$ cat src/hw/sm83_pkg.sv
package sm83_pkg;

	localparam int WORD_SIZE = 8;
	localparam int ADR_WIDTH = WORD_SIZE * 2;

	// opcode fields, x = [7:6], y = [5:3], z = [2:0]
	localparam int OP_X_LSB = 6;
	localparam int OP_Y_LSB = 3;
	localparam int OP_Z_LSB = 0;

	typedef logic [WORD_SIZE-1:0] word_t;

	localparam word_t OP_NOP  = 8'h00;
	localparam word_t OP_HALT = 8'h76;  // the LD (HL),(HL) slot
	localparam word_t OP_JP   = 8'hc3;

	typedef struct packed {
		word_t hi;
		word_t lo;
	} adr_t;

	typedef struct packed {
		logic z;
		logic n;
		logic h;
		logic c;
	} flags_t;

	// first eight follow opcode bits 5:3
	typedef enum logic [3:0] {
		ALU_ADD, ALU_ADC, ALU_SUB, ALU_SBC,
		ALU_AND, ALU_XOR, ALU_OR, ALU_CP,
		ALU_INC, ALU_DEC, ALU_PASS
	} alu_op_t;

	typedef enum logic [2:0] {
		REG_B, REG_C, REG_D, REG_E,
		REG_H, REG_L, REG_MEM, REG_A
	} reg_sel_t;

	typedef struct packed {
		adr_t  adr;
		word_t dout;
		logic  wr;
	} bus_req_t;

	typedef struct packed {
		adr_t        pc;
		logic [15:0] af;  // flags in f[7:4]
		logic [15:0] bc;
		logic [15:0] de;
		logic [15:0] hl;
	} cpu_state_t;

endpackage
$ cat src/hw/sm83.sv
`timescale 1ns/1ps

module sm83 (
	input  logic                 clk,
	input  logic                 reset,
	input  logic                 ack,
	input  sm83_pkg::word_t      din,
	output logic                 req,
	output sm83_pkg::bus_req_t   bus,
	output logic                 halted,
	output sm83_pkg::cpu_state_t state
);
	import sm83_pkg::*;

	logic     start, wr, adr_sel, ir_we, done, src_sel;
	logic     reg_we, alu_we, flags_we, pc_inc, pc_load_lo, pc_load_hi;
	reg_sel_t reg_dst, reg_src;
	alu_op_t  alu_op;
	word_t    opcode, dl, src_out, acc, operand, alu_result, reg_din;
	adr_t     hl, pc, adr;
	flags_t   flags;

	// internal byte bus
	assign operand = src_sel ? dl : src_out;
	assign reg_din = alu_we ? alu_result : operand;
	assign adr     = adr_sel ? hl : pc;

	sm83_bus bus_unit (
		.clk, .reset, .start, .wr, .adr, .wdata(src_out), .ir_we,
		.ack, .din, .req, .bus, .done, .opcode, .dl
	);

	sm83_control ctl (
		.clk, .reset, .opcode, .done,
		.start, .wr, .adr_sel, .ir_we, .reg_we, .reg_dst, .reg_src, .src_sel,
		.alu_op, .alu_we, .flags_we, .pc_inc, .pc_load_lo, .pc_load_hi, .halted
	);

	sm83_alu alu (
		.clk, .reset, .op(alu_op), .a(acc), .b(operand), .we_flags(flags_we),
		.result(alu_result), .flags
	);

	sm83_regs regs (
		.clk, .reset, .dst(reg_dst), .src(reg_src), .we(reg_we), .din(reg_din),
		.pc_inc, .pc_load_lo, .pc_load_hi, .flags,
		.src_out, .acc, .hl, .pc, .state
	);

endmodule

$ cat src/hw/sm83_regs.sv
`timescale 1ns/1ps

module sm83_regs (
	input  logic                 clk,
	input  logic                 reset,
	input  sm83_pkg::reg_sel_t   dst,
	input  sm83_pkg::reg_sel_t   src,
	input  logic                 we,
	input  sm83_pkg::word_t      din,
	input  logic                 pc_inc,
	input  logic                 pc_load_lo,
	input  logic                 pc_load_hi,
	input  sm83_pkg::flags_t     flags,
	output sm83_pkg::word_t      src_out,
	output sm83_pkg::word_t      acc,
	output sm83_pkg::adr_t       hl,
	output sm83_pkg::adr_t       pc,
	output sm83_pkg::cpu_state_t state
);
	import sm83_pkg::*;

	word_t rf [8];  // slot 6 is (HL) and stays empty
	word_t jp_lo;
	adr_t  pc_q;

	// jump target goes straight out so the next fetch uses it
	assign pc = pc_load_hi ? adr_t'({din, jp_lo}) : pc_q;

	always_ff @(posedge clk) begin
		if (reset) begin
			for (int i = 0; i < 8; i++)
				rf[i] <= '0;
			pc_q <= '0;
		end else begin
			if (we && dst != REG_MEM)
				rf[dst] <= din;
			if (pc_inc)
				pc_q <= adr_t'(pc + ADR_WIDTH'(1));
		end
	end

	always_ff @(posedge clk)
		if (pc_load_lo)
			jp_lo <= din;  // low target byte

	assign src_out = rf[src];
	assign acc     = rf[REG_A];
	assign hl      = '{hi: rf[REG_H], lo: rf[REG_L]};

	assign state = '{
		pc: pc_q,
		af: {rf[REG_A], flags, 4'b0000},
		bc: {rf[REG_B], rf[REG_C]},
		de: {rf[REG_D], rf[REG_E]},
		hl: {rf[REG_H], rf[REG_L]}
	};

endmodule

$ cat src/hw/sm83_alu.sv
`timescale 1ns/1ps

module sm83_alu (
	input  logic              clk,
	input  logic              reset,
	input  sm83_pkg::alu_op_t op,
	input  sm83_pkg::word_t   a,
	input  sm83_pkg::word_t   b,
	input  logic              we_flags,
	output sm83_pkg::word_t   result,
	output sm83_pkg::flags_t  flags
);
	import sm83_pkg::*;

	logic   carry_in;
	logic   [8:0] add_full, sub_full;
	logic   [4:0] add_half, sub_half;  // bit 4 is the half carry or borrow
	word_t  res;
	flags_t flags_nx;

	always_comb begin
		carry_in = (op == ALU_ADC || op == ALU_SBC) ? flags.c : 1'b0;
		add_full = {1'b0, a} + {1'b0, b} + {8'd0, carry_in};
		add_half = {1'b0, a[3:0]} + {1'b0, b[3:0]} + {4'd0, carry_in};
		sub_full = {1'b0, a} - {1'b0, b} - {8'd0, carry_in};
		sub_half = {1'b0, a[3:0]} - {1'b0, b[3:0]} - {4'd0, carry_in};
		res      = b;
		flags_nx = flags;
		case (op)
			ALU_ADD, ALU_ADC: begin
				res      = add_full[7:0];
				flags_nx = '{z: 1'b0, n: 1'b0, h: add_half[4], c: add_full[8]};
			end
			ALU_SUB, ALU_SBC, ALU_CP: begin
				res      = sub_full[7:0];
				flags_nx = '{z: 1'b0, n: 1'b1, h: sub_half[4], c: sub_full[8]};
			end
			ALU_AND: begin
				res      = a & b;
				flags_nx = '{z: 1'b0, n: 1'b0, h: 1'b1, c: 1'b0};
			end
			ALU_XOR, ALU_OR: begin
				res      = (op == ALU_XOR) ? a ^ b : a | b;
				flags_nx = '{z: 1'b0, n: 1'b0, h: 1'b0, c: 1'b0};
			end
			ALU_INC: begin
				res        = b + 8'd1;
				flags_nx.n = 1'b0;
				flags_nx.h = &b[3:0];
			end
			ALU_DEC: begin
				res        = b - 8'd1;
				flags_nx.n = 1'b1;
				flags_nx.h = ~|b[3:0];
			end
			default: ;  // pass b through
		endcase
		if (op != ALU_PASS)
			flags_nx.z = res == '0;
	end

	assign result = res;

	always_ff @(posedge clk) begin
		if (reset)
			flags <= '0;
		else if (we_flags)
			flags <= flags_nx;
	end

endmodule

$ cat src/hw/sm83_control.sv
`timescale 1ns/1ps

module sm83_control (
	input  logic               clk,
	input  logic               reset,
	input  sm83_pkg::word_t    opcode,
	input  logic               done,
	output logic               start,
	output logic               wr,
	output logic               adr_sel,  // 0 pc, 1 hl
	output logic               ir_we,
	output logic               reg_we,
	output sm83_pkg::reg_sel_t reg_dst,
	output sm83_pkg::reg_sel_t reg_src,
	output logic               src_sel,  // 0 register, 1 data latch
	output sm83_pkg::alu_op_t  alu_op,
	output logic               alu_we,
	output logic               flags_we,
	output logic               pc_inc,
	output logic               pc_load_lo,
	output logic               pc_load_hi,
	output logic               halted
);
	import sm83_pkg::*;

	logic [1:0] x;
	logic [2:0] y, z;
	logic       is_halt, is_jp, is_ld_imm, is_inc, is_dec;
	logic       is_ld, is_ld_load, is_ld_store, is_alu, is_alu_mem, is_alu_imm;
	logic [1:0] n_cyc, m;
	logic       busy, issue, last, halt_now;

	assign x = opcode[OP_X_LSB +: 2];
	assign y = opcode[OP_Y_LSB +: 3];
	assign z = opcode[OP_Z_LSB +: 3];

	assign is_halt     = opcode == OP_HALT;
	assign is_jp       = opcode == OP_JP;
	assign is_ld_imm   = x == 2'd0 && z == 3'd6 && y != REG_MEM;
	assign is_inc      = x == 2'd0 && z == 3'd4 && y != REG_MEM;
	assign is_dec      = x == 2'd0 && z == 3'd5 && y != REG_MEM;
	assign is_ld       = x == 2'd1 && !is_halt;
	assign is_ld_load  = is_ld && z == REG_MEM;
	assign is_ld_store = is_ld && y == REG_MEM;
	assign is_alu      = x == 2'd2;
	assign is_alu_mem  = is_alu && z == REG_MEM;
	assign is_alu_imm  = x == 2'd3 && z == 3'd6;

	always_comb begin
		if (is_jp)
			n_cyc = 2'd3;
		else if (is_ld_imm || is_ld_load || is_ld_store || is_alu_mem || is_alu_imm)
			n_cyc = 2'd2;
		else
			n_cyc = 2'd1;
	end

	assign issue = !busy && !halted;
	assign last  = m == n_cyc - 2'd1;  // last cycle is the next fetch

	always_comb begin
		start      = 1'b0;
		wr         = 1'b0;
		adr_sel    = 1'b0;
		ir_we      = 1'b0;
		reg_we     = 1'b0;
		reg_dst    = reg_sel_t'(y);
		reg_src    = reg_sel_t'(z);
		src_sel    = 1'b0;
		alu_op     = ALU_PASS;
		alu_we     = 1'b0;
		flags_we   = 1'b0;
		pc_inc     = 1'b0;
		pc_load_lo = 1'b0;
		pc_load_hi = 1'b0;
		halt_now   = 1'b0;
		if (issue && is_halt) begin
			halt_now = 1'b1;
		end else if (issue && last) begin
			start  = 1'b1;
			ir_we  = 1'b1;
			pc_inc = 1'b1;
			// writes of the finishing instruction ride on the fetch
			if (is_ld && !is_ld_store) begin
				reg_we  = 1'b1;
				src_sel = is_ld_load;
			end
			if (is_ld_imm) begin
				reg_we  = 1'b1;
				src_sel = 1'b1;
			end
			if (is_alu || is_alu_imm) begin
				alu_op   = alu_op_t'({1'b0, y});
				alu_we   = 1'b1;
				flags_we = 1'b1;
				reg_dst  = REG_A;
				reg_we   = y != 3'd7;  // CP
				src_sel  = is_alu_mem || is_alu_imm;
			end
			if (is_inc || is_dec) begin
				alu_op   = is_inc ? ALU_INC : ALU_DEC;
				alu_we   = 1'b1;
				flags_we = 1'b1;
				reg_src  = reg_sel_t'(y);
				reg_we   = 1'b1;
			end
			if (is_jp) begin
				pc_load_hi = 1'b1;
				src_sel    = 1'b1;
			end
		end else if (issue) begin
			start   = 1'b1;
			adr_sel = is_ld_load || is_ld_store || is_alu_mem;
			wr      = is_ld_store;
			pc_inc  = is_jp || is_ld_imm || is_alu_imm;  // operand bytes
			if (is_jp && m == 2'd1) begin
				pc_load_lo = 1'b1;
				src_sel    = 1'b1;
			end
		end
	end

	always_ff @(posedge clk) begin
		if (reset) begin
			busy   <= 1'b0;
			m      <= 2'd0;
			halted <= 1'b0;
		end else begin
			if (start) begin
				busy <= 1'b1;
				m    <= last ? 2'd0 : m + 2'd1;
			end else if (done) begin
				busy <= 1'b0;
			end
			if (halt_now)
				halted <= 1'b1;
		end
	end

endmodule

$ cat src/hw/sm83_bus.sv
`timescale 1ns/1ps

module sm83_bus (
	input  logic               clk,
	input  logic               reset,
	input  logic               start,
	input  logic               wr,
	input  sm83_pkg::adr_t     adr,
	input  sm83_pkg::word_t    wdata,
	input  logic               ir_we,
	input  logic               ack,
	input  sm83_pkg::word_t    din,
	output logic               req,
	output sm83_pkg::bus_req_t bus,
	output logic               done,
	output sm83_pkg::word_t    opcode,
	output sm83_pkg::word_t    dl
);
	import sm83_pkg::*;

	typedef enum logic [1:0] {
		S_IDLE,
		S_REQ,  // req high, waiting for ack
		S_REL   // req dropped, waiting for ack low
	} state_t;

	state_t state;
	logic   fetch;

	always_ff @(posedge clk) begin
		if (reset) begin
			state  <= S_IDLE;
			req    <= 1'b0;
			done   <= 1'b0;
			fetch  <= 1'b0;
			opcode <= OP_NOP;  // first decode runs as a plain fetch
		end else begin
			done <= 1'b0;
			case (state)
				S_IDLE: if (start) begin
					fetch <= ir_we;
					req   <= 1'b1;
					state <= S_REQ;
				end
				S_REQ: if (ack) begin
					if (fetch)
						opcode <= din;
					req   <= 1'b0;
					state <= S_REL;
				end
				default: if (!ack) begin
					done  <= 1'b1;
					state <= S_IDLE;
				end
			endcase
		end
	end

	// request and read data
	always_ff @(posedge clk) begin
		if (state == S_IDLE && start)
			bus <= '{adr: adr, dout: wdata, wr: wr};
		if (state == S_REQ && ack && !bus.wr)
			dl <= din;
	end

endmodule

$ cat config.mk
export PLATFORM = sky130hd
export DESIGN_NAME = sm83
export DESIGN_NICKNAME = d
export VERILOG_FILES = /design/src/hw/sm83_pkg.sv /design/src/hw/sm83.sv /design/src/hw/sm83_regs.sv /design/src/hw/sm83_alu.sv /design/src/hw/sm83_control.sv /design/src/hw/sm83_bus.sv
export SDC_FILE = /design/constraint.sdc
export NUM_CORES = 1
export LEC_CHECK = 0
export BUFFER_PORTS_ARGS = -buffer_cell sky130_fd_sc_hd__buf_2
export CAP_MARGIN = 20
export CORE_MARGIN = 8
export CORE_UTILIZATION = 40
export DETAILED_ROUTE_END_ITERATION = 12
export PLACE_DENSITY = 0.7
export SETUP_SLACK_MARGIN = 0.5
export SKIP_CTS_REPAIR_TIMING = 1
export SLEW_MARGIN = 25
export SYNTH_ARGS = -nofsm -noshare
export SYNTH_HDL_FRONTEND = slang
export SYNTH_HIERARCHICAL = 1
export SYNTH_SLANG_ARGS = --single-unit
$ cat constraint.sdc
create_clock -name clk -period 20.7 [get_ports clk]
set_clock_uncertainty 0.05 [all_clocks]
set_input_delay 4.14 -clock clk [delete_from_list [all_inputs] [get_ports clk]]
set_output_delay 4.14 -clock clk [all_outputs]
set_load 0.03 [all_outputs]
==> results_dict.tcl, run 1 <==
set metrics [dict create \
    status "completed" \
    cts_tree "yes" \
    p_int_uw 538 \
    insertion_delay_ns 0.43 \
    p_sw_uw 210 \
    wl_per_cell_um 21.6 \
    pwr-share-seq_pct 44.1 \
    synth.distinct_cells 90 \
    startpoint_type "flip-flop" \
    synthArstFlopShare_pct 0 \
    final_core_util_pct 46.1 \
    endpoint_kind "flip-flop" \
    rsz0062_at_grt "no" \
    maxCapViolCount 0 \
    clock-root-buffer "clkbuf_16" \
    core.rowCount 55 \
    worstHoldPathType "flip-flop to flip-flop" \
    path_clk_slew_ns 0.07 \
    yosys-top-cells-area "edfxtp_1, dfxtp_1, ha_1" \
    initial_core_util_pct 40.7 \
    ys_top_cells_by_count "edfxtp_1, and2_1, nand2_1, nor2_1, inv_1" \
    port_buffers 113 \
    synth_top_cell_area_share_pct 34.2 \
    synth_edf_count 105 \
    syn_to_final_growth_pct 13.4 \
    cp.required_ns 20.96 \
    grt-ovfl-total 0 \
    maxSlewViolCount 0 \
    power_density_nw_per_um2 71.6 \
    hpwl_um 19900 \
    netSwitchingFraction_pct 28.1 \
    die_x_um 168 \
    drt_iter0_markers 737 \
    grt_max_degree 46 \
    antenna_found_initial 0 \
    track_usage_pct 19.1 \
    die_h_um 168 \
    final-instance-count-excl-fill 1254 \
    grt_pass1_wl_um 41800 \
    gp_congestion 0.904 \
    nNetsFinal 1010 \
    synth_ff_type "edfxtp_1" \
    tns_ns 0 \
    yosysWarnings 6 \
    synth_area_um2 9220 \
    path_class "flip-flop to flip-flop" \
    power_frac_comb_pct 14.1 \
    yosysMostFrequentCell "edfxtp_1" \
    grt_pass1_vias 7092 \
    h-tree-depth 4 \
    cp_data_arrival_time_ns 7.48 \
    die-area_um2 28200 \
    vias 7304 \
    clkPwrFrac_pct 41.8 \
    synth_largest_area_cell "edfxtp_1" \
    cts_buffer_depth 2 \
    timing_hold_violations_final 0 \
    cts_num_sinks 142 \
    tightest_slew_ns 0.980 \
    period_minus_slack_ns 7.22 \
    finalSetupViolations 0 \
    worst_hold_slack_ns 0.427 \
    ys_ff_latch 142 \
    drtPass1Iterations 6 \
    final_antenna_net_count 0 \
    postSynthAreaPerCell_um2 10.6 \
    ir_worst_vdd_v 0.0000518 \
    routed_wl_um 27100 \
    finalCritPeriodShare_pct 34.9 \
    dp_cells 1222 \
    total_power_uw 748 \
    cts_inserted_buffers 17 \
    core_area_um2 22600 \
    drc 0 \
    layout-drive-gt1-share_pct 26.2 \
    fmax_mhz 139 \
    diodes 0 \
    slew_headroom_pct 34.2 \
    leakage_uw 0.00426 \
    postSynthCellCount 869 \
    via_per_inst 5.82 \
    ys_seq_area_share_pct 42.3 \
    cp_max_fo 16 \
    io_pins 118 \
]
==> through the flow <==
stage / cell area (um2) / setup WS [ns]
global route: 10400 / 13.13
detailed placement: 9850 / 13.50
CTS: 10400 / 13.50
finish: 10400 / 13.48
floorplan: 9260 / 14.06
global placement: 9850 / 13.66
==> sequential cells by signal, summed over array words and instances, names as in the netlist, 2 cells and up <==
name	cells
bus_unit/opcode	8
regs/rf	64
ctl/m	2
bus_unit/dl	8
regs/state	16
alu/flags	4
bus_unit/state	2
regs/jp_lo	8
bus_unit/bus	25
==> logic make-up after synthesis <==
group	Yosys count	share of synthesized area [%]
and+or+nand+nor	286	17.4
AOI/OAI and AO/OA	180	13.5
DFF	142	42.3
buffers and inverters	118	6.87
muxes	84	12.3
adders and majority gates	43	6.25
xor gates and xnor gates	15	1.43
other	1	0.0407
==> final timing paths <==
kind                                                      start                          end  slack, ns  cells after the start
worst max-delay path            bus_unit/opcode[7]$_SDFFE_PP0P_  regs/state[75]$_SDFFE_PP0P_      13.48                     22
worst min-delay path                  bus_unit/req$_SDFFE_PP0P_    bus_unit/req$_SDFFE_PP0P_       0.43                      2
worst max register to register  bus_unit/opcode[7]$_SDFFE_PP0P_  regs/state[75]$_SDFFE_PP0P_      13.48                     22
worst min register to register        bus_unit/req$_SDFFE_PP0P_    bus_unit/req$_SDFFE_PP0P_       0.43                      2
==> metal layers <==
metal | GRT usage (%) | up-vias | part of all wire, %
met2 | 29.9 | 372 | 46
met3 | 3.98 | 42 | 8.7
met5 | 0 | - | 0
met4 | 7.10 | 0 | 2.7
li1 | - | 3345 | -
met1 | 25.7 | 3545 | 43
==> power by group through the flow <==
stage / sequential (uW) / combinational, uW / clock, uW
2_1_floorplan: 349 / 59.0 / 0
3_3_place_gp: 336 / 103 / 0
3_5_place_dp: 336 / 104 / 0
4_1_cts: 330 / 105 / 317
5_1_grt: 331 / 113 / 327
6_report: 330 / 105 / 313
==> cells in the final DEF (no fill, tap or decap), types with 5 or more instances in the layout <==
master | netlist | layout
buf_2 | 10 | 113
edfxtp_1 | 105 | 105
and2_1 | 58 | 58
nand2_1 | 52 | 52
nor2_1 | 52 | 51
inv_1 | 46 | 46
mux2_2 | 42 | 42
o21ai_0 | 43 | 39
ha_1 | 38 | 38
dfxtp_1 | 37 | 37
a21oi_1 | 32 | 32
nand3_1 | 19 | 19
mux2i_1 | 17 | 17
clkbuf_16 | 0 | 17
mux4_2 | 16 | 16
nor3_1 | 14 | 14
buf_4 | 34 | 14
nand2b_1 | 13 | 13
a21o_1 | 12 | 12
conb_1 | 1 | 12
a211oi_1 | 10 | 10
o21a_1 | 10 | 10
xnor2_1 | 10 | 10
nand3b_1 | 9 | 9
mux2_4 | 8 | 8
nor2b_1 | 8 | 8
a31oi_1 | 8 | 8
nand4_1 | 8 | 8
or3_1 | 7 | 7
and3_1 | 6 | 6
o22ai_1 | 5 | 5
xor2_1 | 5 | 5
a31o_2 | 5 | 5
o211ai_1 | 5 | 5
o21ai_1 | 1 | 5
fa_1 | 5 | 5
o311ai_0 | 5 | 5
==> layout make-up <==
type	instances	area, um2
well taps	285	357
flip-flops and latches	142	3890
clock buffers	19	443
inverters	48	181
repair buffers	127	671
multi-input cells	620	4750
fillers	2085	12200
clock inverters	13	153
==> worst max-delay path, stage by stage, from the launching register on <==
cell	delay (ns)
dfxtp_1	0.55
and4bb_4	0.30
and3_1	0.18
or3_1	0.34
a21oi_1	0.28
nand3_1	0.12
mux2_2	0.64
mux4_2	0.58
mux2_2	0.29
mux2_4	0.34
fa_1	0.57
inv_1	0.06
ha_1	0.18
o21a_1	0.19
or4_1	0.39
a311o_1	0.36
a221o_1	0.35
o311a_2	0.14
mux2_2	0.39
nand2_1	0.10
o21ai_0	0.18
or3_1	0.41
o311ai_0	0.09
Note: power is estimated with default switching activity, not from simulation.
==> inputs of run 2 (changes only) <==
Settings changed: PLACE_DENSITY 0.7 to 0.72.
Clock period 20.7 ns to 6.1 ns, I/O delays scaled along.
==> run 2 against run 1 <==
Clock power grew to 3.2 times the previous value. Core utilization grew 4.4 points. Register-to-register slack lost 13 ns. Via count grew 5.6%. Clock-buffer cell count shrank 2. Sequential cell count is the same. Global-route usage grew 0.76 points. Non-clock buffer count grew 63. Sequential share of layout area shrank 3.2 points. Critical path type unchanged. Highest routed layer unchanged.
==> results_dict.tcl, run 2 (synthesized netlist as in run 1, its figures left out) <==
set metrics [dict create \
    status "completed" \
    initial_core_util_pct 40.7 \
    cp.required_ns 6.37 \
    path_class "flip-flop to flip-flop" \
    path_clk_slew_ns 0.06 \
    fin_area_um2 11400 \
    ir_worst_vdd_v 0.000194 \
    syn_to_final_growth_pct 24.2 \
    crit_start "bus_unit/opcode[7]$_SDFFE_PP0P_" \
    drt_iter0_markers 901 \
    core.rowCount 55 \
    mostFrequentLayoutCells "buf_2, edfxtp_1, buf_4, and2_1, nand2_1" \
    cts_num_sinks 142 \
    maxSlewViolCount 0 \
    grt_pass1_vias 7400 \
    wl_per_cell_um 22.4 \
    startpoint_type "flip-flop" \
    grt_max_degree 36 \
    final_common_cell "buf_2" \
    largest_register_ff_count 64 \
    core_area_um2 22600 \
    total_power_uw 2560 \
    top_regs "regs/rf: 64 flops, bus_unit/bus: 25 flops, regs/state: 16 flops" \
    via_per_inst 5.86 \
    slew_headroom_pct 41.1 \
    power_density_nw_per_um2 223 \
    worstHoldPathType "flip-flop to flip-flop" \
    place_area_um2 10300 \
    leakage_uw 0.00469 \
    rsz0062_at_grt "yes" \
    insertion_delay_ns 0.43 \
    slowest_delay_ns 0.43 \
    final_core_util_pct 50.6 \
    cpMostUsedCell "mux2_4" \
    cts_buffer_depth 2 \
    die-area_um2 28200 \
    fillers 1962 \
    gp_congestion 1.00 \
    critPathSlowestCell "mux4_2" \
    die_h_um 168 \
    grt_pass1_wl_um 43700 \
    finalCritPeriodShare_pct 98.8 \
    nNetsFinal 1073 \
    cp_data_arrival_time_ns 6.30 \
    hold_path.startpoint "bus_unit/req$_SDFFE_PP0P_" \
    path_cells "and4bb_4 -> nor2_4 -> or3_4 -> a21oi_4 -> nand3_2 -> mux2_4 -> mux4_2 -> mux2_4 -> mux2_4 -> fa_2 -> inv_1 -> fa_2 -> or2_2 -> a21oi_2 -> a2111oi_2 -> buf_4 -> a21o_1 -> inv_1 -> mux2_4 -> nand3_2 -> a22oi_2 -> buf_4 -> nand4_1 -> a2111oi_2" \
    h-tree-depth 4 \
    cts_tree "yes" \
    drtPass1Iterations 7 \
    vias 7713 \
    r2r_start "bus_unit/opcode[7]$_SDFFE_PP0P_" \
    endpoint_kind "flip-flop" \
    regMostFlops "regs/rf" \
    finalSetupViolations 0 \
    port_buffers 113 \
    hpwl_um 21400 \
    cts_inserted_buffers 17 \
    drc 0 \
    antenna_found_initial 0 \
    fmax_mhz 166 \
    tns_ns 0 \
    clock-root-buffer "clkbuf_16" \
    timing_hold_violations_final 0 \
    grt-ovfl-total 0 \
    layout-drive-gt1-share_pct 37.0 \
    tightest_slew_ns 0.877 \
    track_usage_pct 19.9 \
    final_antenna_net_count 0 \
    worst_hold_slack_ns 0.430 \
    io_pins 118 \
    die_x_um 168 \
    cp_max_fo 4 \
    routed_wl_um 29500 \
    diodes 0 \
    maxCapViolCount 0 \
    period_minus_slack_ns 6.03 \
]
## run 2: changes by cell type in the layout (fill, tap and decap cells not counted), moves of 4 or more
| cell | change |
|---|---|
| mux2_2 | -14 |
| inv_1 | -5 |
| fa_1 | -5 |
| o21ai_0 | -8 |
| ha_1 | -13 |
| mux2_4 | +14 |
| o21ai_1 | +5 |
| dfxtp_1 | -5 |
| a211oi_1 | -4 |
| buf_4 | +55 |
| fa_2 | +5 |
| ha_4 | +13 |
| buf_6 | +5 |
## run 2: metal layers
layer / share of wire [%] / global-route usage, % / vias up / wire, um
li1: - / - / 3469 / -
met1: 41 / 26.3 / 3765 / 12100
met2: 47 / 31.3 / 428 / 13800
met3: 9.8 / 4.75 / 51 / 2890
met4: 2.2 / 7.26 / 0 / 660
met5: 0 / 0 / - / 0
## run 2: path summary, 6_finish.rpt
| kind | endpoint | slack [ns] | cells past startpoint |
|---|---|---|---|
| max | regs/state[79]$_SDFFE_PP0P_ | 0.07 | 24 |
| min | bus_unit/req$_SDFFE_PP0P_ | 0.43 | 2 |
| max reg2reg | regs/state[79]$_SDFFE_PP0P_ | 0.07 | 24 |
| min reg2reg | bus_unit/req$_SDFFE_PP0P_ | 0.43 | 2 |
## run 2: final cells by class
class	instances	area, um2	area share [%]
Timing Repair Buffer	190	1200	10.5
Inverter	48	188	1.64
Clock buffer	17	425	3.72
Sequential cell	142	3910	34.1
Multi-Input combinational cell	620	5240	45.7
Clock inverter	15	139	1.21
Tap cell	285	357	3.11
## run 2: power breakdown
group | leakage [uW] | switching [uW] | total (uW) | internal, uW
clock | 0.000280 | 440 | 1010 | 567
combinational | 0.00305 | 269 | 432 | 163
sequential | 0.00136 | 34.4 | 1120 | 1090
total | 0.00469 | 743 | 2560 | 1820
## run 2: critical path, delay by kind of cell (launching register included)
family,cells,cell delay [ns]
flip-flops,1,0.32
AO/OA/AOI/OAI,6,1.28
buffers and inverters,4,0.47
adder cells (fa/ha/maj),2,0.82
multiplexers,5,1.56
AND/OR/NAND/NOR,7,1.42
## run 2: through the flow
stage / instances / worst slack, ns
CTS: 1293 / -0.0484
finish: 1317 / 0.0704
global placement: 1261 / 0.119
floorplan: 880 / 0.151
detailed placement: 1261 / 0.00418
global route: 1317 / -0.0569
==> inputs of run 3 (changes only) <==
Settings changed: CELL_PAD_IN_SITES_DETAIL_PLACEMENT set to 1, CELL_PAD_IN_SITES_GLOBAL_PLACEMENT set to 2, CORE_UTILIZATION 40 to 35, PLACE_DENSITY 0.72 to 0.89, SETUP_SLACK_MARGIN 0.5 to 0.2.
==> run 3 against run 2 <==
Clock power rose by 9%. Critical path depth fell by 2. Setup slack got worse by 0.017 ns. Routed wire length rose by 16%. Hold slack got worse by 0.0050 ns. Combinational power fell by 0.9%. Sequential cell count did not move. Register-to-register slack got worse by 0.02 ns.
==> results_dict.tcl, run 3 (synthesized netlist as in run 1, its figures left out) <==
set metrics [dict create \
    status "completed" \
    maxSlewViolCount 0 \
    cts_buffer_depth 2 \
    h-tree-depth 4 \
    port_buffers 113 \
    cts_inserted_buffers 17 \
    slew_headroom_pct 37.1 \
    maxCapViolCount 0 \
    core.rowCount 59 \
    endpoint_kind "flip-flop" \
    gp_congestion 0.895 \
    power_density_nw_per_um2 232 \
    cts_num_sinks 142 \
    slowest_delay_ns 0.58 \
    regMostFlops "regs/rf" \
    nNetsFinal 1082 \
    crit_family "simple AND/OR/NAND/NOR gates" \
    cpMostUsedCell "mux2_4" \
    routed_wl_um 34200 \
    syn_to_final_growth_pct 24.0 \
    cp_max_fo 8 \
    ir_worst_vdd_v 0.000182 \
    cp.required_ns 6.40 \
    route.met3.wl_um 2050 \
    critPathSlowestCell "fa_2" \
    path_cells "and4bb_4 -> and3_4 -> or3_4 -> a21oi_4 -> nand3_2 -> mux2_4 -> mux4_2 -> mux2_4 -> mux2_4 -> fa_2 -> inv_2 -> ha_4 -> o21a_1 -> or4_1 -> a311o_1 -> a221o_1 -> o311a_4 -> mux2_4 -> nand2_4 -> o21ai_4 -> or3_4 -> o311ai_4" \
    fmax_mhz 165 \
    cts_tree "yes" \
    finalCritPeriodShare_pct 99.1 \
    startpoint_type "flip-flop" \
    worstHoldPathType "flip-flop to flip-flop" \
    timing_hold_violations_final 0 \
    route.top_layer_used "met4" \
    die_h_um 178 \
    total_power_uw 2650 \
    setup_ws_ns 0.0539 \
    leakage_uw 0.00474 \
    grt_max_degree 44 \
    antenna_found_initial 0 \
    hpwl_um 25300 \
    largest_register_ff_count 64 \
    period_minus_slack_ns 6.05 \
    insertion_delay_ns 0.45 \
    rsz0062_at_grt "yes" \
    wl_met1_um 14600 \
    vias 7867 \
    cp_num_buf_inv 1 \
    place_ws_ns -0.0492 \
    diodes 0 \
    grt-ovfl-total 0 \
    mostFrequentLayoutCells "buf_2, edfxtp_1, buf_4, and2_1" \
    grt_pass1_wl_um 50100 \
    core_area_um2 26000 \
    finalSetupViolations 0 \
    place_area_um2 10400 \
    wl_met2_um 16300 \
    fin_area_um2 11400 \
    wl_per_cell_um 24.8 \
    drt_iter0_markers 678 \
    tightest_slew_ns 0.940 \
    track_usage_pct 20.9 \
    drc 0 \
    grt_pass1_vias 8022 \
    dp_cells 1332 \
    cp_data_arrival_time_ns 6.35 \
    final_antenna_net_count 0 \
    layout-drive-gt1-share_pct 36.3 \
    via_per_inst 5.72 \
    io_pins 118 \
    top_regs "regs/rf: 64 flops, bus_unit/bus: 25 flops, regs/state: 16 flops" \
    drtPass1Iterations 5 \
    clock-root-buffer "clkbuf_16" \
    final_core_util_pct 44.0 \
    path_clk_slew_ns 0.07 \
    initial_core_util_pct 35.5 \
    final-instance-count-excl-fill 1376 \
    die_x_um 178 \
    final_common_cell "buf_2" \
    path_class "flip-flop to flip-flop" \
    die-area_um2 31800 \
]
## run 3: changes by cell type in the layout (fill, tap and decap cells not counted), moves of 3 or more
| cell | before | now |
|---|---|---|
| clkinv_4 | 4 | 1 |
| mux2_4 | 22 | 17 |
| ha_4 | 13 | 6 |
| mux2_2 | 28 | 33 |
| ha_1 | 25 | 32 |
| o21ai_0 | 31 | 35 |
| o21ai_1 | 10 | 7 |
| clkinv_8 | 0 | 4 |
| clkinv_2 | 5 | 2 |
| buf_4 | 69 | 82 |
## run 3: per-layer routing
layer,vias up,GRT usage [%]
met2,332,33.8
met5,-,0
met4,0,9.85
li1,3487,-
met3,77,3.24
met1,3971,27.1
## run 3: report_power, final
part           total, uW  switching (uW)  internal, uW
clock network       1100             511           592
logic                428             273           155
registers           1120            38.2          1090
## run 3: worst paths after layout
path                              startpoint                     endpoint  cells past startpoint  slack [ns]
max          bus_unit/opcode[7]$_SDFFE_PP0P_  regs/state[75]$_SDFFE_PP0P_                     22        0.05
min                bus_unit/req$_SDFFE_PP0P_    bus_unit/req$_SDFFE_PP0P_                      2        0.43
max reg2reg  bus_unit/opcode[7]$_SDFFE_PP0P_  regs/state[75]$_SDFFE_PP0P_                     22        0.05
min reg2reg        bus_unit/req$_SDFFE_PP0P_    bus_unit/req$_SDFFE_PP0P_                      2        0.43
## run 3: worst reg2reg max path: cells and delay by family, from the launching register on
| family | cells | cell delay, ns |
|---|---|---|
| flip-flops | 1 | 0.33 |
| adder cells (fa/ha/maj) | 2 | 0.73 |
| buffers and inverters | 1 | 0.06 |
| AND/OR/NAND/NOR | 7 | 1.80 |
| AO/OA/AOI/OAI | 7 | 1.27 |
| multiplexers | 5 | 1.71 |
## run 3: metrics by stage
stage,hold slack (ns),setup TNS [ns]
finish,0.425,0
global route,0.451,-0.491
CTS,0.425,-0.603
detailed placement,0.414,-0.153
global placement,0.413,0
floorplan,0.388,0
## run 3: area by class of cell
cell class	count	area, um2
multi-input cells	620	5070
clock inverters	15	191
well taps	335	419
fillers	2927	14600
inverters	48	184
clock buffers	17	425
repair buffers	199	1230
flip-flops and latches	142	3900
